File: config.mk
export PLATFORM = sky130hd
export DESIGN_NAME = iq_out_stage
export DESIGN_NICKNAME = d
export VERILOG_FILES = /design/src/hw/ifu_pkg.sv /design/src/hw/iq_out_stage.sv
export SDC_FILE = /design/constraint.sdc
export NUM_CORES = 1
export LEC_CHECK = 0
export BUFFER_PORTS_ARGS = -buffer_cell sky130_fd_sc_hd__buf_2
export CAP_MARGIN = 30
export CORE_AREA = 2 2 276 278
export CTS_CLUSTER_DIAMETER = 200
export DETAILED_ROUTE_END_ITERATION = 16
export DIE_AREA = 0 0 278 280
export GPL_TIMING_DRIVEN = 0
export HOLD_SLACK_MARGIN = 0.08
export PLACE_DENSITY_LB_ADDON = 0.12
export SLEW_MARGIN = 25
export SYNTH_ARGS = -nofsm -noshare
export SYNTH_HDL_FRONTEND = slang
export SYNTH_SLANG_ARGS = --single-unit
File: constraint.sdc
create_clock -name CLK -period 10.41 [get_ports CLK]
set_input_delay 0.5205 -clock CLK [delete_from_list [all_inputs] [get_ports CLK]]
set_output_delay 0.5205 -clock CLK [all_outputs]
set_load 0.03 [all_outputs]
File: src/hw/ifu_pkg.sv
/*
	Shared definitions for the instruction fetch unit.
	Holds the cache geometry, the pc field positions and the line, tag
	and way types. RTL modules pull it in by a wildcard import in their
	module header.
*/

package ifu_pkg;

	localparam int addr_w = 64; // pc and AXI address
	localparam int line_w = 256; // One cache line and one AXI data beat
	localparam int instr_w = 64; // One fetched doubleword

	localparam int num_ways = 2;
	localparam int way_idx_w = $clog2(num_ways);

	localparam int idx_w = 6; // Set index from pc[10:5]
	localparam int num_sets = 1 << idx_w;
	localparam int off_w = 5; // Byte offset in a line
	localparam int dw_sel_w = 2; // Doubleword select from pc[4:3]
	localparam int tag_w = 21; // Tag from pc[31:11] so upper bits are not compared

	localparam logic [2:0] arprot_fetch = 3'b001; // ARPROT on every fetch read

	// The replacement LFSR must never start at zero
	localparam int lfsr_w = 8;
	localparam logic [lfsr_w-1:0] lfsr_seed = 8'hb5;

	typedef logic [line_w-1:0] line_t;
	typedef logic [tag_w-1:0] tag_t;
	typedef logic [num_ways-1:0] way_t; // One-hot way select

endpackage

File: src/hw/iq_out_stage.sv
/*
	Output side of the fetch unit.
	Picks doubleword pc[4:3] from the hit line or the refill line and
	registers it with its pc toward the instruction queue. The entry is
	held until if_iq_ready and dropped on flush. A result from a lookup
	flushed one cycle earlier is ignored.
*/

`timescale 1ns/1ps

module iq_out_stage import ifu_pkg::*; (
	input logic CLK,
	input logic rst,

	input logic hit,
	input line_t hit_line,
	input logic refill_en,
	input line_t refill_line,
	input logic [addr_w-1:0] lookup_addr,
	input logic flush,

	output logic out_busy,

	output logic [addr_w-1:0] if_iq_pc,
	output logic [instr_w-1:0] if_iq_instr,
	output logic if_iq_valid,
	input logic if_iq_ready
);

	logic flush_q;
	logic load;
	logic [dw_sel_w-1:0] dw_sel;
	line_t src_line;

	assign dw_sel = lookup_addr[off_w-1 -: dw_sel_w];
	assign src_line = hit ? hit_line : refill_line;
	assign load = (hit | refill_en) & ~flush & ~flush_q;
	assign out_busy = if_iq_valid & ~if_iq_ready;

	always_ff @(posedge CLK) begin
		if (rst) begin
			if_iq_valid <= 1'b0;
			flush_q <= 1'b0;
		end else begin
			flush_q <= flush;
			if (flush) begin
				if_iq_valid <= 1'b0;
			end else if (load) begin
				if_iq_valid <= 1'b1;
			end else if (if_iq_ready) begin
				if_iq_valid <= 1'b0;
			end
		end
	end

	always_ff @(posedge CLK) begin
		if (load) begin
			if_iq_pc <= lookup_addr;
			if_iq_instr <= src_line[dw_sel*instr_w +: instr_w];
		end
	end

	a_hold_under_stall: assert property (@(posedge CLK) disable iff (rst)
		if_iq_valid && !if_iq_ready && !flush |=>
			if_iq_valid && $stable(if_iq_pc) && $stable(if_iq_instr));

endmodule

After elaboration in Yosys (flattened, before gate mapping)
Cells that the tools add are included.
{ "classes": {"shift": 1, "muxes": 3, "bitwise": 7, "reduce_logical": 2} }
{ "op_table": {"columns": ["op", "count"], "rows": [
  ["$mux W256", 1],
  ["$shiftx A256 B9 Y64", 1],
  ["$and A1 B1 Y1", 3],
  ["$not A1 Y1", 3],
  ["$mux W1", 2],
  ["$reduce_bool A2 Y1", 1],
  ["$reduce_or A2 Y1", 1],
  ["$or A1 B1 Y1", 1]
]} }
{ "word_totals": {"ff_bits": 130, "input_bits": 582, "output_inout_bits": 130, "wordCells": 17} }

Logic depth before layout (Yosys ltp)
{ "logic_depth": {"ltp_word": 4, "ltp_mapped": 5, "mapped_depth_nobuf": 3} }

Worst setup path before layout
No wires, ideal clock.
{ "synth_path": {"kind": "input-to-reg", "start": "in hit", "end": "reg if_iq_valid", "setup_time_ns": 0.098, "t_arrival_ns": 10.329, "slack_ns": -0.017, "cell_stages": 5, "cell_sequence": "buf_4 > buf_6 > nor2_1 > nor3_1 > o21a_1"} }
{ "synth_between": {"elab_chain_cells": 4, "word_cells_on_any_way": 5, "classes_between": "mux (1); bitwise (3); reduce/logical (1)"} }
{ "synth_lines": {"columns": ["element", "line_no", "rtl"], "rows": [
  ["start, declared", "iq_out_stage.sv:15", "input logic hit,"],
  ["$or A1 B1 Y1 *", "iq_out_stage.sv:37", "assign load = (hit | refill_en) & ~flush & ~flush_q;"],
  ["$and A1 B1 Y1 * (2 in series)", "iq_out_stage.sv:37", null],
  ["via load", "iq_out_stage.sv:31", "logic load;"],
  ["$mux W1 or $reduce_bool A2 Y1 (tied branches)", null, null],
  ["end signal, assigned", "iq_out_stage.sv:47", "if_iq_valid <= 1'b0;"],
  ["end signal, assigned", "iq_out_stage.sv:49", "if_iq_valid <= 1'b1;"],
  ["end signal, assigned", "iq_out_stage.sv:51", "if_iq_valid <= 1'b0;"],
  ["end, declared", "iq_out_stage.sv:26", "output logic if_iq_valid,"]
]} }
Mark *: on every way through the listed nets, which the timed path passes. The rest lies on a longest branch.
A chain may end at the register's enable or synchronous reset.

Worst setup path in the final report
{ "layout_path": {"start": "in hit", "end": "reg if_iq_instr[23] (enable)"} }
{ "layout_between": {"elab_chain_cells": 3} }
{ "layout_lines": {"columns": ["element", "line_no", "rtl"], "rows": [
  ["$or A1 B1 Y1", "iq_out_stage.sv:37", null],
  ["$and A1 B1 Y1 (2 in series)", "iq_out_stage.sv:37", null],
  ["via load", "iq_out_stage.sv:31", null],
  ["end signal, assigned", "iq_out_stage.sv:59", "if_iq_instr <= src_line[dw_sel*instr_w +: instr_w];"],
  ["end, declared", "iq_out_stage.sv:25", "output logic [instr_w-1:0] if_iq_instr,"]
]} }
The timed path passes the listed nets, and every way through them passes these cells.

==> impl_metrics.json <==
{
  "worstSetupPathType": "input port to flop",
  "cpMaxStageDelayCell": "nor3_4",
  "yosys_warnings": 0,
  "cts.sinks": 130,
  "ctsResizeCount": 0,
  "finalMaxSlewViolations": 0,
  "maxSlewHeadroom_pct": 36.8,
  "grt_usage_pct": 10.5,
  "crit_path_start_kind": "input port",
  "routabilityCongestion": 0.758,
  "synth.distinct_cells": 13,
  "fin_crit_ns": 2.62,
  "syn_to_final_growth_pct": 71.1,
  "rsz0062_at_grt": "no",
  "drt_iter0_drc": 206,
  "ys_seq_elements": 130,
  "drive_gt1_share_pct": 86.2,
  "postCtsSetupRepairBufs": 0,
  "hold_class": "input port to flop",
  "fp.coreArea_um2": 75200,
  "cts_tree": "done",
  "io_pins": 712,
  "nFillCells": 8343,
  "clock_path_buffers": 2,
  "avgViaCountPerCell": 3.39,
  "drtAntennaViolNets": 0,
  "die-area_um2": 77800,
  "wl_per_cell_um": 19.9,
  "worst_pin_slew_ns": 0.948,
  "max_stage_delay_ns": 0.46,
  "grt_pass1_wl_mm": 57.0,
  "num-nets-final": 1685,
  "crit_arrival_ns": 2.79,
  "syn_avg_cell_area_um2": 21.3,
  "hold_viol_final": 0,
  "status": "completed",
  "synthCells": 363,
  "yosysTopAreaCell": "edfxtp_1",
  "cts-root-buf": "clkbuf_16",
  "cp_top_family": "buffers and inverters",
  "initial_core_util_pct": 10.3,
  "die-width_um": 278,
  "crit_path_frequent_cell": "buf_6",
  "grt_overflow": 0,
  "cap_violations": 0,
  "finalWirelength_mm": 41.8,
  "htreeDepth": 4,
  "antenna_found_initial": 6,
  "power_density_nw_per_um2": 126,
  "grt_pass1_vias": 8090,
  "synth_area_um2": 7740,
  "cp.buffers_inverters": 8,
  "setup_tns_ns": 0,
  "routed-via-count": 7111,
  "num_rows": 101,
  "worstPathRequired_ns": 10.59,
  "seq_area_frac_synth_pct": 50.1,
  "clk_pin_slew_ns": 0.07,
  "path_cells": "buf_4 > buf_6 > nor2_1 > nor3_4 > buf_6 > buf_8 > buf_6 > buf_6 > buf_6 > buf_8",
  "grt_max_degree": 17,
  "clock_latency_ns": 0.47,
  "yosys.area.top_type_share_pct": 49.6,
  "synthTopCellsByArea": "edfxtp_1 50%, mux4_2 37%, mux2_2 9.3%, buf_6 1.6%, clkbuf_1 0.53%",
  "dp_hpwl_mm": 35.7,
  "timing.final.crit_share_pct": 25.1,
  "setup_viol": 0,
  "hold_buffers": 0,
  "cts_buffers": 17,
  "portBuffers": 710,
  "clock.fmax_mhz": 382,
  "skew_ns": 0.00732,
  "holdWs_ns": 0.222,
  "cellLeakagePower_uw": 0.00556,
  "drc": 0,
  "die_height_um": 280,
  "endpoint_kind": "flop",
  "crit_fanout": 14,
  "firstDrtPassIters": 4,
  "syn_nets": 945,
  "ir_worst_vdd_v": 0.000109
}
[worst register-to-register path: cells and delay by family (launching register included)]
family / cells / cell delay, ns
AND/OR/NAND/NOR: 1 / 0.50
flip-flops: 1 / 0.33
buffers and inverters: 6 / 1.18
[cells in the mapped netlist, drive strengths merged]
master / instances
mux4: 128
o21a: 1
mux2: 64
nor2: 2
dfxtp: 2
nor3: 1
nor2b: 2
clkbuf: 11
buf: 24
edfxtp: 128
[per-layer routing]
metal / up-vias / track usage (%) / share of wire (%) / routed length (um)
met4: 2 / 4.57 / 3.3 / 1380
met2: 405 / 18.7 / 52 / 21700
li1: 3143 / - / - / -
met3: 51 / 3.55 / 7.4 / 3110
met1: 3510 / 11.2 / 37 / 15600
met5: - / 0 / 0.031 / 13
[final cells by class]
type	instances	area, um2	area share [%]
timing repair buffer	721	3690	27.9
sequential	130	3880	29.3
multi-input combinational	198	3650	27.5
antenna	1	2.50	0.0189
clock inverter	14	144	1.09
clock buffer	18	429	3.24
buffer	35	226	1.71
tap	978	1220	9.24
[final timing paths]
kind         cells past startpoint  slack (ns)                      from                         to
min                              1        0.22           lookup_addr[40]     if_iq_pc[40]$_DFFE_PP_
max reg2reg                      7        8.11        flush_q$_SDFF_PP0_  if_iq_instr[23]$_DFFE_PP_
max                             10        7.79                       hit  if_iq_instr[23]$_DFFE_PP_
min reg2reg                      2        0.64  if_iq_valid$_SDFFE_PP0P_   if_iq_valid$_SDFFE_PP0P_
[per-stage QoR]
step | cells | total power, uW | area, um2 | utilization [%] | worst slack [ns]
CTS | 2094 | 1720 | 13200 | 17.6 | 7.74
global placement | 2051 | 1070 | 12500 | 16.7 | 0.0728
global route | 2095 | 1760 | 13200 | 17.6 | 7.58
floorplan | 363 | 863 | 7750 | - | 3.97
detailed placement | 2062 | 1070 | 12700 | 16.9 | 7.21
finish | 2095 | 1670 | 13200 | 17.6 | 7.79
[layout by cell type (no fill, tap or decap), drive strengths merged]
cell type,instances
clkinvlp,4
o21a,1
edfxtp,128
nor2,2
mux4,128
nor3,1
clkbuf,29
mux2,64
clkinv,1
inv,8
nor2b,2
diode,1
buf,745
dfxtp,2
bufinv,1
[flip-flops by register name (all words and copies together) (netlist names)]
register	flops
if_iq_valid	1
if_iq_instr	64
flush_q	1
if_iq_pc	64
[cells by family (layout without fill, tap and decap cells)]
family / after synthesis / count (layout) / synth area share [%]
multiplexers: 192 / 192 / 46.5
flip-flops: 130 / 130 / 50.1
buffers and inverters: 35 / 788 / 2.91
AND/OR/NAND/NOR: 5 / 5 / 0.323
AO/OA/AOI/OAI: 1 / 1 / 0.0970
other: 0 / 1 / 0
[report_power, final]
group | switching [uW] | internal [uW]
clock | 289 | 336
sequential | 6.92 | 619
combinational | 205 | 213
total | 500 | 1170
Note: power is estimated with default switching activity, not from simulation.
