`src/hw/ifu_pkg.sv`:
```
/*
	Shared definitions for the instruction fetch unit.
	Holds the cache geometry, the pc field positions and the line, tag
	and way types. RTL modules pull it in by a wildcard import in their
	module header.
*/

package ifu_pkg;

	localparam int addr_w = 64; // pc and AXI address
	localparam int line_w = 256; // One cache line and one AXI data beat
	localparam int instr_w = 64; // One fetched doubleword

	localparam int num_ways = 2;
	localparam int way_idx_w = $clog2(num_ways);

	localparam int idx_w = 6; // Set index from pc[10:5]
	localparam int num_sets = 1 << idx_w;
	localparam int off_w = 5; // Byte offset in a line
	localparam int dw_sel_w = 2; // Doubleword select from pc[4:3]
	localparam int tag_w = 21; // Tag from pc[31:11] so upper bits are not compared

	localparam logic [2:0] arprot_fetch = 3'b001; // ARPROT on every fetch read

	// The replacement LFSR must never start at zero
	localparam int lfsr_w = 8;
	localparam logic [lfsr_w-1:0] lfsr_seed = 8'hb5;

	typedef logic [line_w-1:0] line_t;
	typedef logic [tag_w-1:0] tag_t;
	typedef logic [num_ways-1:0] way_t; // One-hot way select

endpackage

```
`src/hw/miss_axi_master.sv`:
```
/*
	AXI read master for instruction cache misses.
	A miss raises ARVALID with the line-aligned address and keeps RREADY
	high until the single 256-bit beat returns. The beat becomes a
	refill_en pulse, unless a flush arrived while the read was out, in
	which case it is taken and dropped. A miss that is flushed in its
	own cycle or the cycle before issues no read at all.
*/

`timescale 1ns/1ps

module miss_axi_master import ifu_pkg::*; (
	input logic CLK,
	input logic rst,

	input logic miss,
	input logic [addr_w-1:0] miss_addr,
	input logic flush,

	output logic arvalid,
	output logic [addr_w-1:0] araddr,
	output logic [2:0] arprot,
	input logic arready,

	input logic rvalid,
	output logic rready,
	input line_t rdata,

	output logic refill_en,
	output line_t refill_line,
	output logic stale_pending
);

	logic outstanding; // From miss to R beat
	logic stale;
	logic flush_q;
	logic start;
	logic beat;
	logic stale_done;

	assign start = miss & ~flush & ~flush_q; // Lookup was squashed otherwise
	assign beat = rvalid & outstanding;
	assign stale_done = beat & stale;

	assign araddr = {miss_addr[addr_w-1:off_w], {off_w{1'b0}}}; // miss_addr is held
	assign arprot = arprot_fetch;
	assign rready = outstanding;

	assign refill_en = beat & ~stale;
	assign refill_line = rdata;
	assign stale_pending = stale;

	always_ff @(posedge CLK) begin
		if (rst) begin
			arvalid <= 1'b0;
			outstanding <= 1'b0;
			stale <= 1'b0;
			flush_q <= 1'b0;
		end else begin
			flush_q <= flush;

			if (start) begin
				arvalid <= 1'b1;
			end else if (arready) begin
				arvalid <= 1'b0;
			end

			if (start) begin
				outstanding <= 1'b1;
			end else if (beat) begin
				outstanding <= 1'b0;
			end

			if (stale_done) begin
				stale <= 1'b0;
			end else if (flush && outstanding && !beat) begin
				stale <= 1'b1; // Drop the beat when it comes back
			end
		end
	end

	a_ar_stable: assert property (@(posedge CLK) disable iff (rst)
		arvalid && !arready |=> arvalid && $stable(araddr));

	// Data may only come back once the address handshake is done
	a_refill_outstanding: assert property (@(posedge CLK) disable iff (rst)
		refill_en |-> outstanding && !arvalid);

endmodule

```
`config.mk`:
```
export PLATFORM = sky130hd
export DESIGN_NAME = miss_axi_master
export DESIGN_NICKNAME = d
export VERILOG_FILES = /design/src/hw/ifu_pkg.sv /design/src/hw/miss_axi_master.sv
export SDC_FILE = /design/constraint.sdc
export NUM_CORES = 1
export LEC_CHECK = 0
export BUFFER_PORTS_ARGS = -buffer_cell sky130_fd_sc_hd__buf_2
export CAP_MARGIN = 20
export CORE_AREA = 2 2 255 257
export DETAILED_ROUTE_END_ITERATION = 10
export DIE_AREA = 0 0 257 259
export PLACE_DENSITY = 0.3
export SYNTH_ARGS = -nofsm -noshare
export SYNTH_HDL_FRONTEND = slang
export SYNTH_SLANG_ARGS = --single-unit
```
`constraint.sdc`:
```
create_clock -name CLK -period 2.6 [get_ports CLK]
set_input_delay 0.13 -clock CLK [delete_from_list [all_inputs] [get_ports CLK]]
set_output_delay 0.13 -clock CLK [all_outputs]
set_load 0.02 [all_outputs]
```
== After elaboration in Yosys (flattened, before gate mapping) ==
Cells that the tools add are included.

* Bits in registers: 4
* Input bits: 326
* Output and inout port bits: 327

* Muxes and demuxes: 4
* Bitwise logic cells: 8
* Reductions and logical operators: 6

{| class="wikitable"
|+ Operators by type and width
! cell !! number
|-
| $and 1x1->1 || 5
|-
| $mux 1 || 4
|-
| $reduce_bool 2->1 || 2
|-
| $not 1->1 || 3
|-
| $logic_and 1x1->1 || 2
|-
| $reduce_or 2->1 || 1
|-
| $logic_not 1->1 || 1
|}

== Depth between registers and ports, before layout ==
Gate-level depths: netlist of the first run.

* Depth in word-level cells: 4
* Gate-level depth with buffers: 2
* Mapped depth without buffers: 2

== Worst setup path before layout of the first run ==
No wires, ideal clock.

* Kind: register to output
* From: register outstanding, in the netlist rready
* To: output refill_en
* Arrival time: 837 ps
* Required time: 2470 ps
* Setup slack: 1633 ps
* Cell stages (with the launch flop): 3
* Cells stage by stage: dfxtp_1 -> nand2_1 -> nor2_1

* Longest elaborated chain between the ends: 2

{| class="wikitable"
|+ RTL lines
! item !! line !! RTL
|-
| from (decl) || miss_axi_master.sv:34 || <nowiki>logic outstanding;</nowiki>
|-
| from (signal assigned) || miss_axi_master.sv:56 || <nowiki>outstanding <= 1'b0;</nowiki>
|-
| from (signal assigned) || miss_axi_master.sv:69 || <nowiki>outstanding <= 1'b1;</nowiki>
|-
| from (signal assigned) || miss_axi_master.sv:71 || <nowiki>outstanding <= 1'b0;</nowiki>
|-
| $and 1x1->1 || miss_axi_master.sv:42 || <nowiki>assign beat = rvalid & outstanding;</nowiki>
|-
| $and 1x1->1 || miss_axi_master.sv:49 || <nowiki>assign refill_en = beat & ~stale;</nowiki>
|-
| to (decl) || miss_axi_master.sv:29 || <nowiki>output logic refill_en,</nowiki>
|}

Every way passes these cells.

== Worst setup path in the final report of the first run ==
Ends and elaborated chain as after synthesis.

==> flow_summary.yaml, run 1 <==
layout:
  ant_diodes: 0
  post-route-util: 0.0213
  syn2layout_area_growth_pct: -47.2
  nNetsFinal: 362
  multi_input_area_um2: 87.6
  post_layout_instance_area_um2: 1360
  layout-drive-gt1-share: 0.353
  fillers: 7630
  area.sequential_um2: 80.1
pwr:
  sequential_fraction_of_design_power: 0.201
  power_report.internal_total_uw: 268
  power.net_switching_uw: 64.4
  leakagePower_nw: 0.153
  comb_power_share: 0.080
  cellPowerDensity_nw_per_um2: 245
  vdd.ir_drop.worst_mv: 0.341
  swShare: 0.194
  clockPowerShare: 0.719
global_route:
  maximum_number_of_pins_on_one_net_before_global_route_repair: 6
  first_global_vias: 903
  antenna_violations_before_repair: 0
  globalRouteOverflowTotal: 0
  grt_pass1_wl_um: 15400
  groute.usage.overall: 0.0389
clocking:
  cts.clk_slew.worst_paths_ns: 0.03
  clock_latency_ns: 0.22
  clock_path_buffers: 2
  cts_sinks: 4
  total_cts_buffers: 3
  post-cts-setup-buffer-count: 0
  cts_resized: 0
  cts_hold_repair.buffers: 0
  cts_max_level: 1
  clock_tree.root_cell: "sky130_fd_sc_hd__clkbuf_16"
  tritoncts: "yes"
logic_synthesis:
  netlist_area_um2: 2570
  syn_inst: 339
  syn-mean-instance-area_um2: 7.58
  synth_top_area_cell: "sky130_fd_sc_hd__buf_4"
  ys_types: 10
  ys_ff_latch: 4
  synth.yosys.seq_area_share: 0.0312
  yosys.area.top_type_share: 0.944
  yosys_warnings: 0
  post_synth_main_area_contributors: "sky130_fd_sc_hd__buf_4 94%, sky130_fd_sc_hd__dfxtp_1 3.1%, sky130_fd_sc_hd__a21oi_1 0.58%, sky130_fd_sc_hd__nand2b_1 0.49%, sky130_fd_sc_hd__or3b_1 0.34%"
timing:
  setup_repair_after_global_routing_missed_its_margin: "no"
  finalCriticalPeriod_ns: 1.09
  setup-tns-final_ns: 0
  fin_hold_ws_ns: 0.125
  max_clock_freq_mhz: 920
  worst_clock_skew_ns: 0.00134
  hold_viol_final: 0
  layout_worst_path_cycle_share: 0.418
  finalSetupViolations: 0
  number_of_slew_limit_violations_in_the_final_report: 0
routing:
  drt-wirelength-per-cell_um: 16.0
  route.detailed.vias_per_inst: 0.840
  iteration_0_drc_markers: 35
  ant_nets: 0
  via_count: 747
  detailedRoute.firstPassIterationCount: 3
  post-route-drc-count: 0
  drt-total-wl_um: 14300
placed_design:
  place.gp.congestion: 0.504
  dpl_cell_area_um2: 1280
  buffers_on_ports: 9
floorplan:
  fp.coreArea_um2: 63900
  die_width_um: 257
  die_area_um2: 66600
  floorplan.initialDensity: 0.0402
  dieHeight_um: 259
  floorplan_row_count: 93
  top_level_ports: 653
outcome:
  outcome: "completed"
worst_setup_path:
  crit_path_end_kind: "output port"
  cp.required_ns: 2.47
  critical_path_peak_fanout: 5
  critical_path_class: "reg2out"
  cp.arrival_ns: 0.96
  critical_path.startpoint_type: "flip-flop"
hold_path:
  hold_path.class: "in2reg"
flow_run:
  max_cap_viol_count: 0
power groups by stage:
stage / Combinational [mW] / Clock, mW / Sequential, mW
after global placement: 0.0267 / 0 / 0.0676
after detailed placement: 0.0265 / 0 / 0.0677
final: 0.0265 / 0.239 / 0.0669
after floorplan: 0.732 / 0 / 0.0699
after global routing: 0.0283 / 0.248 / 0.0673
after CTS: 0.0266 / 0.242 / 0.0669
synthesized netlist by cell type, drive strengths merged:
master and count:
nor2b 1, or3b 1, dfxtp 4, buf 323
nand2b 2, a211oi 1, nand2 1, nor2 1
conb 2, a21oi 3
state kept, by name, summed over array words and instances, names as in the netlist:
register       flops
arvalid            1
flush_q            1
rready             1
stale_pending      1
per-layer routing:
layer | wire length (um) | track usage | up-vias
li1 | - | - | 80
met1 | 687 | 0.00512 | 158
met2 | 5200 | 0.0490 | 301
met3 | 5070 | 0.0606 | 208
met4 | 3290 | 0.0825 | 0
met5 | 0 | 0 | -
metrics by stage:
stage               power [mW]  setup WS [ns]  cells
floorplan                0.802           1.63    345
global placement        0.0943           1.73    886
detailed placement      0.0943           1.73    886
CTS                      0.335           1.52    889
global route             0.343           1.49    889
finish                   0.333           1.51    889
final cells by class:
class / count / share of cell area
timing repair buffer: 9 / 0.0332
sequential: 4 / 0.0590
clock buffer: 3 / 0.0553
tap: 855 / 0.788
multi-input combinational: 18 / 0.0645
cells by family (layout without fill, tap and decap cells):
| logic type | after synthesis | count (layout) | share of synthesized area |
|---|---|---|---|
| compound gates | 4 | 4 | 0.00876 |
| simple gates | 6 | 6 | 0.0136 |
| other cells | 2 | 8 | 0.00292 |
| flops | 4 | 4 | 0.0312 |
| buf+inv | 323 | 12 | 0.944 |
critical path, cell delays in order, from the launching register on:
cell                      delay, ns
sky130_fd_sc_hd__dfxtp_1       0.38
sky130_fd_sc_hd__nand2_1       0.07
sky130_fd_sc_hd__nor2_1        0.10
sky130_fd_sc_hd__buf_2         0.18
path summary, 6_finish.rpt:
path	startpoint	end	slack [ns]	cells past startpoint
setup / recovery	rready	refill_en	1.51	3
hold / removal	rst	arvalid	0.13	2
setup reg to reg	flush_q	arvalid	1.73	2
hold reg to reg	arvalid	arvalid	0.47	2
layout by cell type (no fill, tap or decap):
cell type                   instances
sky130_fd_sc_hd__a211oi_1           1
sky130_fd_sc_hd__a21oi_1            3
sky130_fd_sc_hd__buf_2              9
sky130_fd_sc_hd__clkbuf_16          3
sky130_fd_sc_hd__conb_1             8
sky130_fd_sc_hd__dfxtp_1            4
sky130_fd_sc_hd__nand2_1            1
sky130_fd_sc_hd__nand2b_1           2
sky130_fd_sc_hd__nor2_1             1
sky130_fd_sc_hd__nor2b_1            1
sky130_fd_sc_hd__or3b_1             1
Power figures use the tool's default switching activity.
==> run 2: changes to the inputs <==
CORE_AREA = 2 2 251 253   (was 2 2 255 257)
DIE_AREA = 0 0 253 255   (was 0 0 257 259)
clock period = 1.1 ns   (was 2.6 ns; I/O delays follow)
==> run 2 against run 1 <==
First-iteration DRC count is 20% lower. Worst setup slack worse by 1.4 ns. Clock skew is 0.00061 ns higher. Critical path type unchanged.
==> flow_summary.yaml, run 2 (same netlist as run 1, synthesis figures left out) <==
routing:
  drt-total-wl_um: 13900
  post-route-drc-count: 0
  detailedRoute.firstPassIterationCount: 2
  via_count: 780
  route.detailed.vias_per_inst: 0.936
  iteration_0_drc_markers: 28
  drt-wirelength-per-cell_um: 16.7
  ant_nets: 0
floorplan:
  floorplan_row_count: 92
  die_area_um2: 64500
  fp.coreArea_um2: 62200
  dieHeight_um: 255
  floorplan.initialDensity: 0.0413
  top_level_ports: 653
  die_width_um: 253
worst_setup_path:
  critical_path.startpoint_type: "flip-flop"
  ff2ff_setup_slack_ns: 0.22
  critPathBufInv: 1
  worst_r2r_endpoint: "arvalid"
  crit_path_cell_trace: "nand2_1 -> nor2_1 -> buf_2"
  cp_slowest_cell: "sky130_fd_sc_hd__dfxtp_1"
  r2r_start: "flush_q"
  worstRegToRegCells: 2
  path_delay_family: "flip-flops"
  crit_path_end_kind: "output port"
  critical_path_peak_fanout: 5
  cp.required_ns: 1.04
  cp.arrival_ns: 0.91
  critical_path.max_stage_delay_ns: 0.38
  critical_path_class: "reg2out"
timing:
  worst_clock_skew_ns: 0.00195
  finalCriticalPeriod_ns: 0.969
  hold_viol_final: 0
  max_clock_freq_mhz: 1030
  finalSetupViolations: 0
  setup_repair_after_global_routing_missed_its_margin: "no"
  setup-tns-final_ns: 0
  number_of_slew_limit_violations_in_the_final_report: 0
  layout_worst_path_cycle_share: 0.881
clocking:
  cts_sinks: 4
  tritoncts: "yes"
  post-cts-setup-buffer-count: 0
  cts.clk_slew.worst_paths_ns: 0.03
  clock_latency_ns: 0.22
  total_cts_buffers: 3
  cts_max_level: 1
  cts_resized: 0
  cts_hold_repair.buffers: 0
  clock_tree.root_cell: "sky130_fd_sc_hd__clkbuf_16"
  clock_path_buffers: 2
global_route:
  grt_pass1_wl_um: 14600
  groute.usage.overall: 0.0382
  antenna_violations_before_repair: 0
  maximum_number_of_pins_on_one_net_before_global_route_repair: 6
  globalRouteOverflowTotal: 0
  first_global_vias: 898
layout:
  commonest_non_fill_non_tap_cells_in_the_layout: "9 x sky130_fd_sc_hd__buf_2, 8 x sky130_fd_sc_hd__conb_1, 4 x sky130_fd_sc_hd__dfxtp_1"
  syn2layout_area_growth_pct: -49.9
  layout-drive-gt1-share: 0.353
  mostFrequentLayoutCell: "sky130_fd_sc_hd__buf_2"
  nNetsFinal: 362
  fillers: 7458
  area.sequential_um2: 80.1
  ant_diodes: 0
  multi_input_area_um2: 87.6
pwr:
  power_report.internal_total_uw: 634
  sequential_fraction_of_design_power: 0.202
  swShare: 0.192
  vdd.ir_drop.worst_mv: 0.651
  power_uw: 785
  power.net_switching_uw: 151
  leakagePower_nw: 0.153
  clockPowerShare: 0.719
  cellPowerDensity_nw_per_um2: 609
  comb_power_share: 0.079
placed_design:
  buffers_on_ports: 9
  place.gp.congestion: 0.504
hold_path:
  hold_path_startpoint: "rvalid"
  hold_path.class: "in2reg"
  min_delay_path_depth: 2
  whs_endpoint: "stale_pending"
flow_run:
  max_cap_viol_count: 0
outcome:
  outcome: "completed"
## run 2: cell counts in the layout (fill, tap and decap cells not counted)
Identical to the previous run, type by type.
## run 2: area by class of cell
cell class              count  share of cell area
clock buffers               3              0.0583
multi-input cells          18              0.0680
flip-flops and latches      4              0.0622
well taps                 799               0.776
repair buffers              9              0.0350
## run 2: routing by layer
metal	global-route usage	routed length, um	up-vias
met5	0	0	-
met4	0.0947	3710	0
met3	0.0604	5060	210
met2	0.0412	4380	312
met1	0.00515	754	178
li1	-	-	80
## run 2: power groups by stage
stage	logic (mW)	clock network [mW]	registers (mW)
6_report	0.0622	0.564	0.159
5_1_grt	0.0686	0.590	0.160
4_1_cts	0.0620	0.577	0.159
3_5_place_dp	0.0615	0	0.161
3_3_place_gp	0.0617	0	0.161
2_1_floorplan	1.73	0	0.165
## run 2: through the flow
stage                     hold slack [ns]  area [um2]  worst slack (ns)    util  instances
after detailed placement            0.110        1210             0.235  0.0195        830
after CTS                          0.0378        1290            0.0968  0.0207        833
after floorplan                     0.124        2590             0.208       -        345
after global routing               0.0541        1290            0.0860  0.0207        833
after global placement              0.110        1210             0.226  0.0195        830
final                              0.0408        1290             0.131  0.0207        833
## run 2: how the worst max path moves through the flow
stage / startpoint / endpoint / slack [ns] / depth (start not counted)
final: rready / refill_en / 0.13 / 3
after global routing: rready / refill_en / 0.09 / 3
after CTS: stale_pending / stale_pending / 0.1 / 1
after detailed placement: flush_q / arvalid / 0.23 / 2
after global placement: flush_q / arvalid / 0.23 / 2
after floorplan: rready / refill_en / 0.21 / 2
