===== config.mk =====
export PLATFORM = sky130hd
export DESIGN_NAME = fetch_req
export DESIGN_NICKNAME = d
export VERILOG_FILES = /design/src/hw/ifu_pkg.sv /design/src/hw/fetch_req.sv
export SDC_FILE = /design/constraint.sdc
export NUM_CORES = 1
export LEC_CHECK = 0
export BUFFER_PORTS_ARGS = -buffer_cell sky130_fd_sc_hd__buf_2
export CAP_MARGIN = 20
export CELL_PAD_IN_SITES_DETAIL_PLACEMENT = 0
export CELL_PAD_IN_SITES_GLOBAL_PLACEMENT = 2
export CORE_UTILIZATION = 28
export CTS_BUF_LIST = sky130_fd_sc_hd__clkbuf_4 sky130_fd_sc_hd__clkbuf_8
export CTS_CLUSTER_SIZE = 10
export DETAILED_ROUTE_END_ITERATION = 16
export PLACE_DENSITY = 0.8
export SLEW_MARGIN = 20
export SYNTH_ARGS = -nofsm -noshare
export SYNTH_HDL_FRONTEND = slang
export SYNTH_SLANG_ARGS = --single-unit

===== constraint.sdc =====
create_clock -name CLK -period 5.8 [get_ports CLK]
set_clock_uncertainty 0.15 [all_clocks]
set_input_delay 0.58 -clock CLK [delete_from_list [all_inputs] [get_ports CLK]]
set_output_delay 0.58 -clock CLK [all_outputs]
set_load 0.05 [all_outputs]

===== src/hw/ifu_pkg.sv =====
/*
	Shared definitions for the instruction fetch unit.
	Holds the cache geometry, the pc field positions and the line, tag
	and way types. RTL modules pull it in by a wildcard import in their
	module header.
*/

package ifu_pkg;

	localparam int addr_w = 64; // pc and AXI address
	localparam int line_w = 256; // One cache line and one AXI data beat
	localparam int instr_w = 64; // One fetched doubleword

	localparam int num_ways = 2;
	localparam int way_idx_w = $clog2(num_ways);

	localparam int idx_w = 6; // Set index from pc[10:5]
	localparam int num_sets = 1 << idx_w;
	localparam int off_w = 5; // Byte offset in a line
	localparam int dw_sel_w = 2; // Doubleword select from pc[4:3]
	localparam int tag_w = 21; // Tag from pc[31:11] so upper bits are not compared

	localparam logic [2:0] arprot_fetch = 3'b001; // ARPROT on every fetch read

	// The replacement LFSR must never start at zero
	localparam int lfsr_w = 8;
	localparam logic [lfsr_w-1:0] lfsr_seed = 8'hb5;

	typedef logic [line_w-1:0] line_t;
	typedef logic [tag_w-1:0] tag_t;
	typedef logic [num_ways-1:0] way_t; // One-hot way select

endpackage


===== src/hw/fetch_req.sv =====
/*
	Input side of the fetch unit.
	Takes fetch_addr from the pc generator on every edge with fetch_ready
	high, registers it as lookup_addr and pulses lookup_en one cycle
	later. Only one fetch is in flight; done or flush ends it.
*/

`timescale 1ns/1ps

module fetch_req import ifu_pkg::*; (
	input logic CLK,
	input logic rst,

	input logic [addr_w-1:0] fetch_addr,
	output logic fetch_ready,
	input logic flush,

	input logic out_busy, // Output stage full and not draining
	input logic stale_pending,
	input logic done, // Hit or refill

	output logic lookup_en,
	output logic [addr_w-1:0] lookup_addr
);

	logic busy;

	assign fetch_ready = ~busy & ~out_busy & ~stale_pending & ~flush;

	always_ff @(posedge CLK) begin
		if (rst) begin
			busy <= 1'b0;
			lookup_en <= 1'b0;
		end else begin
			lookup_en <= fetch_ready;
			if (fetch_ready) begin
				busy <= 1'b1; // New request wins over a late done
			end else if (done || flush) begin
				busy <= 1'b0;
			end
		end
	end

	always_ff @(posedge CLK) begin
		if (fetch_ready) begin
			lookup_addr <= fetch_addr;
		end
	end

endmodule


# After elaboration in Yosys (flattened, before gate mapping)
# Index checks and enable logic that the tools add are counted.
[word_totals]
register_bits = 66
inputBits = 70
elab_cells = 14
[op_classes]
muxes = 2
bitwise = 7
reduce_logical = 2
[ops]
columns = ["cell", "n"]
rows = [
  ["$not A1 Y1", 4],
  ["$and A1 B1 Y1", 3],
  ["$mux W1", 2],
  ["$reduce_bool A2 Y1", 1],
  ["$logic_or A1 B1 Y1", 1],
]

# Longest topological paths before layout
# Gate-level depths: netlist (run 1).
[logic_depth]
word_depth = 5
depth_mapped = 2
mapped_depth_nobuf = 2

# Worst setup path after synthesis (run 1)
# Ideal clock, no wire load.
[synth_path]
kind = "input to output"
from = "in out_busy"
to = "out fetch_ready"
t_arrival_ps = 4248
required_ps = 5070
path_slack_ps = 822
stages = 2
path_buffers = 0
cell_sequence = "or3_4 > nor2_1"
[synth_via]
elab_chain_cells = 4
[synth_rtl]
columns = ["element", "line", "rtl"]
rows = [
  ["from (decl)", "fetch_req.sv:18", "input logic out_busy,"],
  ["$not A1 Y1", "fetch_req.sv:28", "assign fetch_ready = ~busy & ~out_busy & ~stale_pending & ~flush;"],
  ["$and A1 B1 Y1 (3 in series)", "fetch_req.sv:28", ""],
  ["to (decl)", "fetch_req.sv:15", "output logic fetch_ready,"],
]
# No other way between the ends.

# Worst setup path after layout (run 1)
# Ends and elaborated chain as after synthesis.

==> run metrics, run 1 <==
RD Place Congestion=0.631; outcome=completed; fin util=between 40% and 50%; register area=just under 2000 um^2; Overflow after GRT=0; largest net degree at the start of global routing=65; synth cell count leaders=edfxtp_1, dfxtp_1; maximum clock frequency=466 MHz; Compound-Gate Fraction of Synth Area=less than 1%; syn_area_per_cell=28.2 um^2; Slew HR=between 40% and 50%; Synth-to-Final Area Change=50.5%; port bufs=around 140; count leader, synth=edfxtp_1; Syn Inst Count=around 70; die area=7490 um^2; row count=30; Synth area leaders=edfxtp_1, dfxtp_1, a211oi_2; io pins=136; Slew @ Worst Pin=794 ps; Worst Path Buf+Inv=2; Reg clk slew, reported paths=about 80 ps; GRT Overall Usage=11.2%; CTS Hold Bufs=0; Post-Synth Adder-Cell Area=0%; Max Root-Sink Buffers=2; power density cells=~330 nW/um^2; router iterations before antenna repair=6; routed wire length=between 4000 and 5000 um; Post-synth ARST share=0%; Critical Path End=fetch_ready; Die Span Y=between 80 and 90 um; CTS Buf Count=9; max_cap viols=0; share of cells above drive strength 1=a little under 70%; setup TNS=0 ps; EDFF count, synth=64; Cell Area, Synth=around 2000 um^2; HPWL after DPL=~3100 um; Yosys warning count=0; critical path's slowest cell=or3_4; core area=roughly 6800 um^2; worst-skew pair later-pin latency=320 ps; Final Slew Violations=0; largest family of logic cells by synthesized area=simple AND/OR/NAND/NOR gates; Post-Syn Nets=about 140; initial antenna violation count=2; Post-Place Setup Slack=about 3400 ps; simple-gate share of the synthesized area=1.38%; Final Critical Period=2150 ps; total chip power=about 1.0 mW; final hold violation count=0; Worst Setup SP=out_busy; WP data required=just over 5000 ps; R2R setup slack=3790 ps; CTS Sinks=66; WS Path Type=primary input to output port; CP cell instances=buf_2 > or3_4 > nor2_4 > buf_2; CP peak stage delay=390 ps; fillers=~660; post-synthesis sequential area ratio=a little over nine tenths; Setup Fix Bufs, Post-CTS=0; global-route wire length before repair=~5900 um; Static Leak=approximately 1.2 nW; crit path launch type=primary input; Starting Density=slightly below 30%; Root Driver=clkbuf_8; post-route clock period utilization=roughly 37%; final worst slack=3650 ps; Worst path depth=4; predominant post-synthesis flop cell=edfxtp_1; fin nets=between 200 and 300; synthesized flop and latch total=66; Via density=3.88; vias in the first global route=about 1300; Critical Path AT=between 1000 and 1500 ps; most used cell, CP=buf_2; ANT nets after route=0; Vias=roughly 1200; reg2reg end=lookup_addr[53]; Hold Crit Class=primary input to flip-flop; area used by multi-input combinational logic=approximately 48 um^2; Final Setup Violations=0; top cell type's share of synthesized area=a little over nine tenths; xor/xnor cell area share of the yosys netlist=0%; Max H-tree Level=3; crit path max fanout=3; R2R cell count=3; initial DRC count=between 90 and 100; critical path's top delay family=simple AND/OR/NAND/NOR gates; mux share of post-synthesis cell area=0%; Netlist cell types=7; Gates resized, CTS repair=0; DRC Markers=0; CTS tree=done; Max VDD drop=around 0.00018 V; RSZ-0062 raised after global routing=false; CP Capture Type=output port; Critical R2R Launch=busy; die width=slightly below 90 um; post-DR wirelength/cell=about 13 um; Synth area leader=edfxtp_1
==> cell type report <==
class                   instances  share of cell area [%]
clock inverters                 6                    2.20
flip-flops and latches         66                    65.1
clock buffers                  10                    4.36
well taps                      96                    3.99
multi-input cells               5                    1.58
diodes                          1                  0.0831
repair buffers                136                    22.7
==> routing by layer <==
metal / track usage [%] / part of all wire (%) / vias to the layer above
met2: 16.7 / 47 / 81
li1: - / - / 581
met3: 7.05 / 13 / 8
met5: 0 / 0.27 / -
met4: 5.00 / 1.2 / 2
met1: 12.6 / 39 / 571
==> worst min-delay path by stage <==
stage,from,end,slack [ps],depth (start not counted)
after CTS,fetch_addr[52],lookup_addr[52],250,1
after floorplan,busy,lookup_en,350,2
after global routing,fetch_addr[46],lookup_addr[46],240,1
after global placement,busy,lookup_en,390,2
final,fetch_addr[52],lookup_addr[52],270,1
after detailed placement,busy,lookup_en,410,2
==> flip-flops by register name, summed over array words and instances, names as in the netlist <==
register,flops
lookup_addr,64
busy,1
lookup_en,1
==> where the power goes <==
group	internal (mW)	switching (mW)
sequential	0.539	0.00274
clock	0.204	0.173
combinational	0.0254	0.0622
==> cell families (layout without fill, tap and decap cells) <==
kind of cell	after synthesis	count (layout)
AOI/OAI and AO/OA	1	1
DFF	66	66
buffers and inverters	0	152
other	0	1
and+or+nand+nor	4	4
==> layout by cell type, fill, tap and decap left out, types with 2 or more instances in the layout <==
master and n:
clkbuf_8 9, clkinvlp_4 2, edfxtp_1 64, buf_2 135, dfxtp_1 2
==> stage by stage <==
stage / cells / hold slack (ps) / instance area [um^2]
after floorplan: 71 / 353 / 2000
after CTS: 319 / 250 / 3010
after global routing: 319 / 235 / 3010
after detailed placement: 303 / 405 / 2810
after global placement: 303 / 394 / 2810
final: 320 / 271 / 3010
Power figures use the tool's default switching activity.
==> run 2: changes to the inputs <==
==> constraint.sdc (replaced) <==
create_clock -name CLK -period 1.99 [get_ports CLK]
set_clock_uncertainty 0.15 [all_clocks]
set_input_delay 0.199 -clock CLK [delete_from_list [all_inputs] [get_ports CLK]]
set_output_delay 0.199 -clock CLK [all_outputs]
set_load 0.05 [all_outputs]
==> run metrics, run 2 (synthesis results as in run 1) <==
crit path launch type=flip-flop; initial DRC count=37; Synth-to-Final Area Change=85.4%; Final Setup Violations=0; CTS Buf Count=9; global-route wire length before repair=between 7000 and 8000 um; Hold Crit Class=primary input to flip-flop; Die Span Y=86.6 um; CTS tree=done; CTS Hold Bufs=67; largest registers=lookup_addr (64), busy (1), lookup_en (1); CP cell instances=or3_4 > nor2_4 > buf_2; fillers=~580; post-route clock period utilization=slightly above 90%; die width=approximately 87 um; met3 usage=under 10%; outcome=completed; Max VDD drop=0.000562 V; fin nets=~360; Static Leak=1.55 nW; WP data required=approximately 1600 ps; Reg clk slew, reported paths=roughly 70 ps; R2R cell count=3; row count=30; maximum clock frequency=around 550 MHz; Final Slew Violations=0; router iterations before antenna repair=4; Max H-tree Level=3; Gates resized, CTS repair=0; core area=~7000 um^2; initial antenna violation count=0; Root Driver=clkbuf_8; HPWL after DPL=just over 3000 um; Via density=3.89; Worst Path Buf+Inv=1; ANT nets after route=0; final hold violation count=0; Overflow after GRT=0; CP Capture Type=output port; port bufs=roughly 140; CTS Sinks=66; crit path max fanout=3; RSZ-0062 raised after global routing=false; Critical Path AT=1460 ps; Slew HR=between 80% and 90%; GRT met1 Usage=roughly 14%; share of cells above drive strength 1=53.3%; DRC Markers=0; # diodes=0; hold path cells=3; final worst slack=between 150 and 200 ps; HP Start=stale_pending; Critical R2R Launch=busy; commonest non-fill, non-tap cell in the layout=buf_2; die area=about 7500 um^2; critical path's slowest cell=or3_4; Setup Fix Bufs, Post-CTS=0; Final Critical Period=1810 ps; total chip power=approximately 3.1 mW; io pins=roughly 140; GRT met2 Usage=26.1%; max_cap viols=0; max reg flops=between 60 and 70; WS Path Type=flip-flop to output port; commonest cells after routing, fill and taps aside=buf_2, dlygate4sd3_1, edfxtp_1; Endpoint, Worst Hold=lookup_en; R2R setup slack=roughly 330 ps; CP peak stage delay=roughly 360 ps; GRT Overall Usage=15.0%; RD Place Congestion=about 0.68; worst-skew pair later-pin latency=about 330 ps; Vias=between 1500 and 2000; vias in the first global route=between 1500 and 2000; power density cells=around 840 nW/um^2; post-DR wirelength/cell=roughly 14 um; Max Root-Sink Buffers=2; Post-Place Setup Slack=326 ps; routed wire length=5380 um; Starting Density=29.3%; reg2reg end=busy; gr busiest metal=met2; critical path's top delay family=simple AND/OR/NAND/NOR gates; Reg with most FFs=lookup_addr; largest net degree at the start of global routing=44; Slew @ Worst Pin=approximately 270 ps
## run 2: final cells by class
| type | count | area [um^2] | share of cell area (%) |
|---|---|---|---|
| Clock buffer | 9 | 124 | 3.34 |
| Tap cell | 96 | 120 | 3.24 |
| Timing Repair Buffer | 204 | 1370 | 37.0 |
| Multi-Input combinational cell | 5 | 47.5 | 1.28 |
| Clock inverter | 7 | 83.8 | 2.26 |
| Sequential cell | 66 | 1960 | 52.9 |
## run 2: tightest hold or removal path, cell delays in order
cell	delay (ps)
buf_2	80
or3_4	140
nor3_1	50
## run 2: metrics by stage
step / cell area (um^2) / cells / hold slack [ps] / utilization, % / setup TNS [ps]
5_1_grt: 3710 / 387 / 13.0 / 54.3 / 0
3_3_place_gp: 2830 / 304 / 225 / 41.5 / 0
4_1_cts: 3710 / 387 / 5.62 / 54.3 / 0
2_1_floorplan: 2010 / 71 / 114 / - / -26230
3_5_place_dp: 2830 / 304 / 227 / 41.5 / 0
6_report: 3710 / 387 / 33.7 / 54.3 / 0
## run 2: power by group
| group | total [mW] | switching, mW | internal [mW] |
|---|---|---|---|
| Combinational | 0.366 | 0.203 | 0.163 |
| Sequential | 1.58 | 0.00895 | 1.57 |
| Clock | 1.18 | 0.490 | 0.692 |
## run 2: how the worst max path moves through the flow
stage,from,endpoint,slack (ps),cells after the start
after floorplan,busy,lookup_addr[0],-410,2
after global placement,stale_pending,lookup_addr[56],350,4
after detailed placement,stale_pending,lookup_addr[2],330,4
after CTS,busy,fetch_ready,160,3
after global routing,busy,fetch_ready,120,3
final,busy,fetch_ready,180,3
## run 2: metal layers
metal  vias up  share of wire, %
met5         -                 0
met1       692                38
li1        716                 -
met3         6                11
met4         0               1.3
met2        90                50
==> run 3: changes to the inputs <==
--- a/config.mk
+++ b/config.mk
@@ -14,6 +14,7 @@
 export CTS_CLUSTER_SIZE = 10
 export DETAILED_ROUTE_END_ITERATION = 16
 export PLACE_DENSITY = 0.8
+export RECOVER_POWER = 100
 export SLEW_MARGIN = 20
 export SYNTH_ARGS = -nofsm -noshare
 export SYNTH_HDL_FRONTEND = slang
==> run metrics, run 3 (synthesis results as in run 1) <==
outcome=completed; router iterations before antenna repair=4; Starting Density=slightly below 30%; post-DR wirelength/cell=14.0 um; CTS Buf Count=9; CTS tree=done; routed length on met2=approximately 2700 um; Overflow after GRT=0; Slew HR=a little under three fifths; # diodes=0; Static Leak=approximately 1.4 nW; critical path's slowest cell=buf_4; io pins=roughly 140; HP Start=stale_pending; Final Setup Violations=0; uppermost layer routed=met4; CP peak stage delay=between 400 and 500 ps; Clk pwr share=a little under two fifths; largest registers=lookup_addr (64), busy (1), lookup_en (1); Critical R2R Launch=busy; Via density=~3.9; placed cell areas=~2800 um^2; share of cells above drive strength 1=29.9%; GRT Overall Usage=around 15%; Final Critical Period=around 1800 ps; Fin Hold WS=approximately 26 ps; Int Power=about 2.4 mW; WS Path Type=flip-flop to flip-flop; worst-skew pair later-pin latency=330 ps; Die Span Y=between 80 and 90 um; post-route clock period utilization=a little over 90%; reg2reg end=lookup_addr[32]; WP data required=between 1500 and 2000 ps; Reg clk slew, reported paths=~70 ps; Max H-tree Level=3; initial antenna violation count=0; largest net degree at the start of global routing=44; sw frac=approximately 23%; commonest cells after routing, fill and taps aside=dlygate4sd3_1, buf_2, clkbuf_1; max reg flops=64; crit path launch type=flip-flop; combinational share of power=a little under an eighth; initial DRC count=53; row count=30; WL met1=between 2000 and 2500 um; Gates resized, CTS repair=0; crit path max fanout=between 40 and 50; Final Slew Violations=0; global-route wire length before repair=roughly 8000 um; Slew @ Worst Pin=639 ps; DR WL met3=~540 um; power density cells=864 nW/um^2; max_cap viols=0; routed wire length=between 5000 and 6000 um; Final Cell Area=around 3600 um^2; ANT nets after route=0; sequential power share=50.7%; Synth-to-Final Area Change=80.2%; hold path cells=3; die area=between 7000 and 8000 um^2; critical path's top delay family=simple AND/OR/NAND/NOR gates; DRC Markers=0; CP Capture Type=flip-flop; Net Sw Power=a little over 0.7 mW; vias in the first global route=~1700; Max VDD drop=around 0.00056 V; Worst Path Buf+Inv=1; RSZ-0062 raised after global routing=false; CTS Sinks=66; core area=between 6000 and 7000 um^2; Root Driver=clkbuf_8; RD Place Congestion=around 0.68; Endpoint, Worst Hold=lookup_en; Critical Path AT=between 1500 and 2000 ps; HPWL after DPL=roughly 3000 um; die width=between 80 and 90 um; maximum clock frequency=roughly 550 MHz; fin nets=~360; Max Root-Sink Buffers=2; Reg with most FFs=lookup_addr; R2R cell count=3; port bufs=135; R2R setup slack=180 ps; Hold Crit Class=primary input to flip-flop; Vias=between 1500 and 2000; final hold violation count=0; CP cell instances=or3_4 > nor2_4 > buf_4
[run 3: cell types whose count changed in the layout (fill, tap and decap cells not counted)]
cell / change
a211oi_1: +1
clkbuf_1: +67
a211oi_2: -1
buf_2: -68
buf_12: -1
clkbuf_2: +2
[run 3: repair_timing]
item | 4_1_cts | 5_1_grt
setup buffers | 0 | 0
hold buffers | 67 | 0
hold endpoints to repair | 66 | 0
setup endpoints to repair | 0 | 0
[run 3: worst reg2reg max path, delay by kind of cell (launching register included)]
| kind | cells | cell delay, ps |
|---|---|---|
| DFF | 1 | 310 |
| and+or+nand+nor | 2 | 500 |
| buffers and inverters | 1 | 460 |
[run 3: final cells by class]
cell class	count	area, um^2
clock buffers	9	124
clock inverters	7	83.8
fillers	614	3220
multi-input cells	5	42.5
flip-flops and latches	66	1960
well taps	96	120
repair buffers	204	1270
[run 3: routing by layer]
metal	global-route usage, %	up-vias
met5	0	-
met4	8.18	0
met3	7.52	6
met2	26.1	90
met1	14.5	695
li1	-	716
[run 3: worst max-delay path by stage]
stage	from	end	slack, ps	depth (start not counted)
CTS	busy	fetch_ready	160	3
floorplan	busy	lookup_addr[0]	-410	2
global route	busy	lookup_addr[32]	110	3
finish	busy	lookup_addr[32]	180	3
detailed placement	stale_pending	lookup_addr[2]	330	4
global placement	stale_pending	lookup_addr[56]	350	4
[run 3: metrics by stage]
step           std cells  setup slack (ps)  TNS (ps)  power, mW  utilization (%)
4_1_cts              387               163         0       3.15             54.3
3_3_place_gp         304               351         0       1.87             41.5
3_5_place_dp         304               326         0       1.87             41.5
5_1_grt              387               105         0       3.23             52.8
6_report             387               179         0       3.12             52.8
2_1_floorplan         71              -407    -26230       1.76                -
[run 3: power groups by stage]
stage               Sequential [mW]  Combinational [mW]  Clock, mW
floorplan                      1.74              0.0219          0
global placement               1.61               0.258          0
detailed placement             1.61               0.262          0
CTS                            1.58               0.363       1.21
global route                   1.58               0.372       1.28
finish                         1.58               0.352       1.18
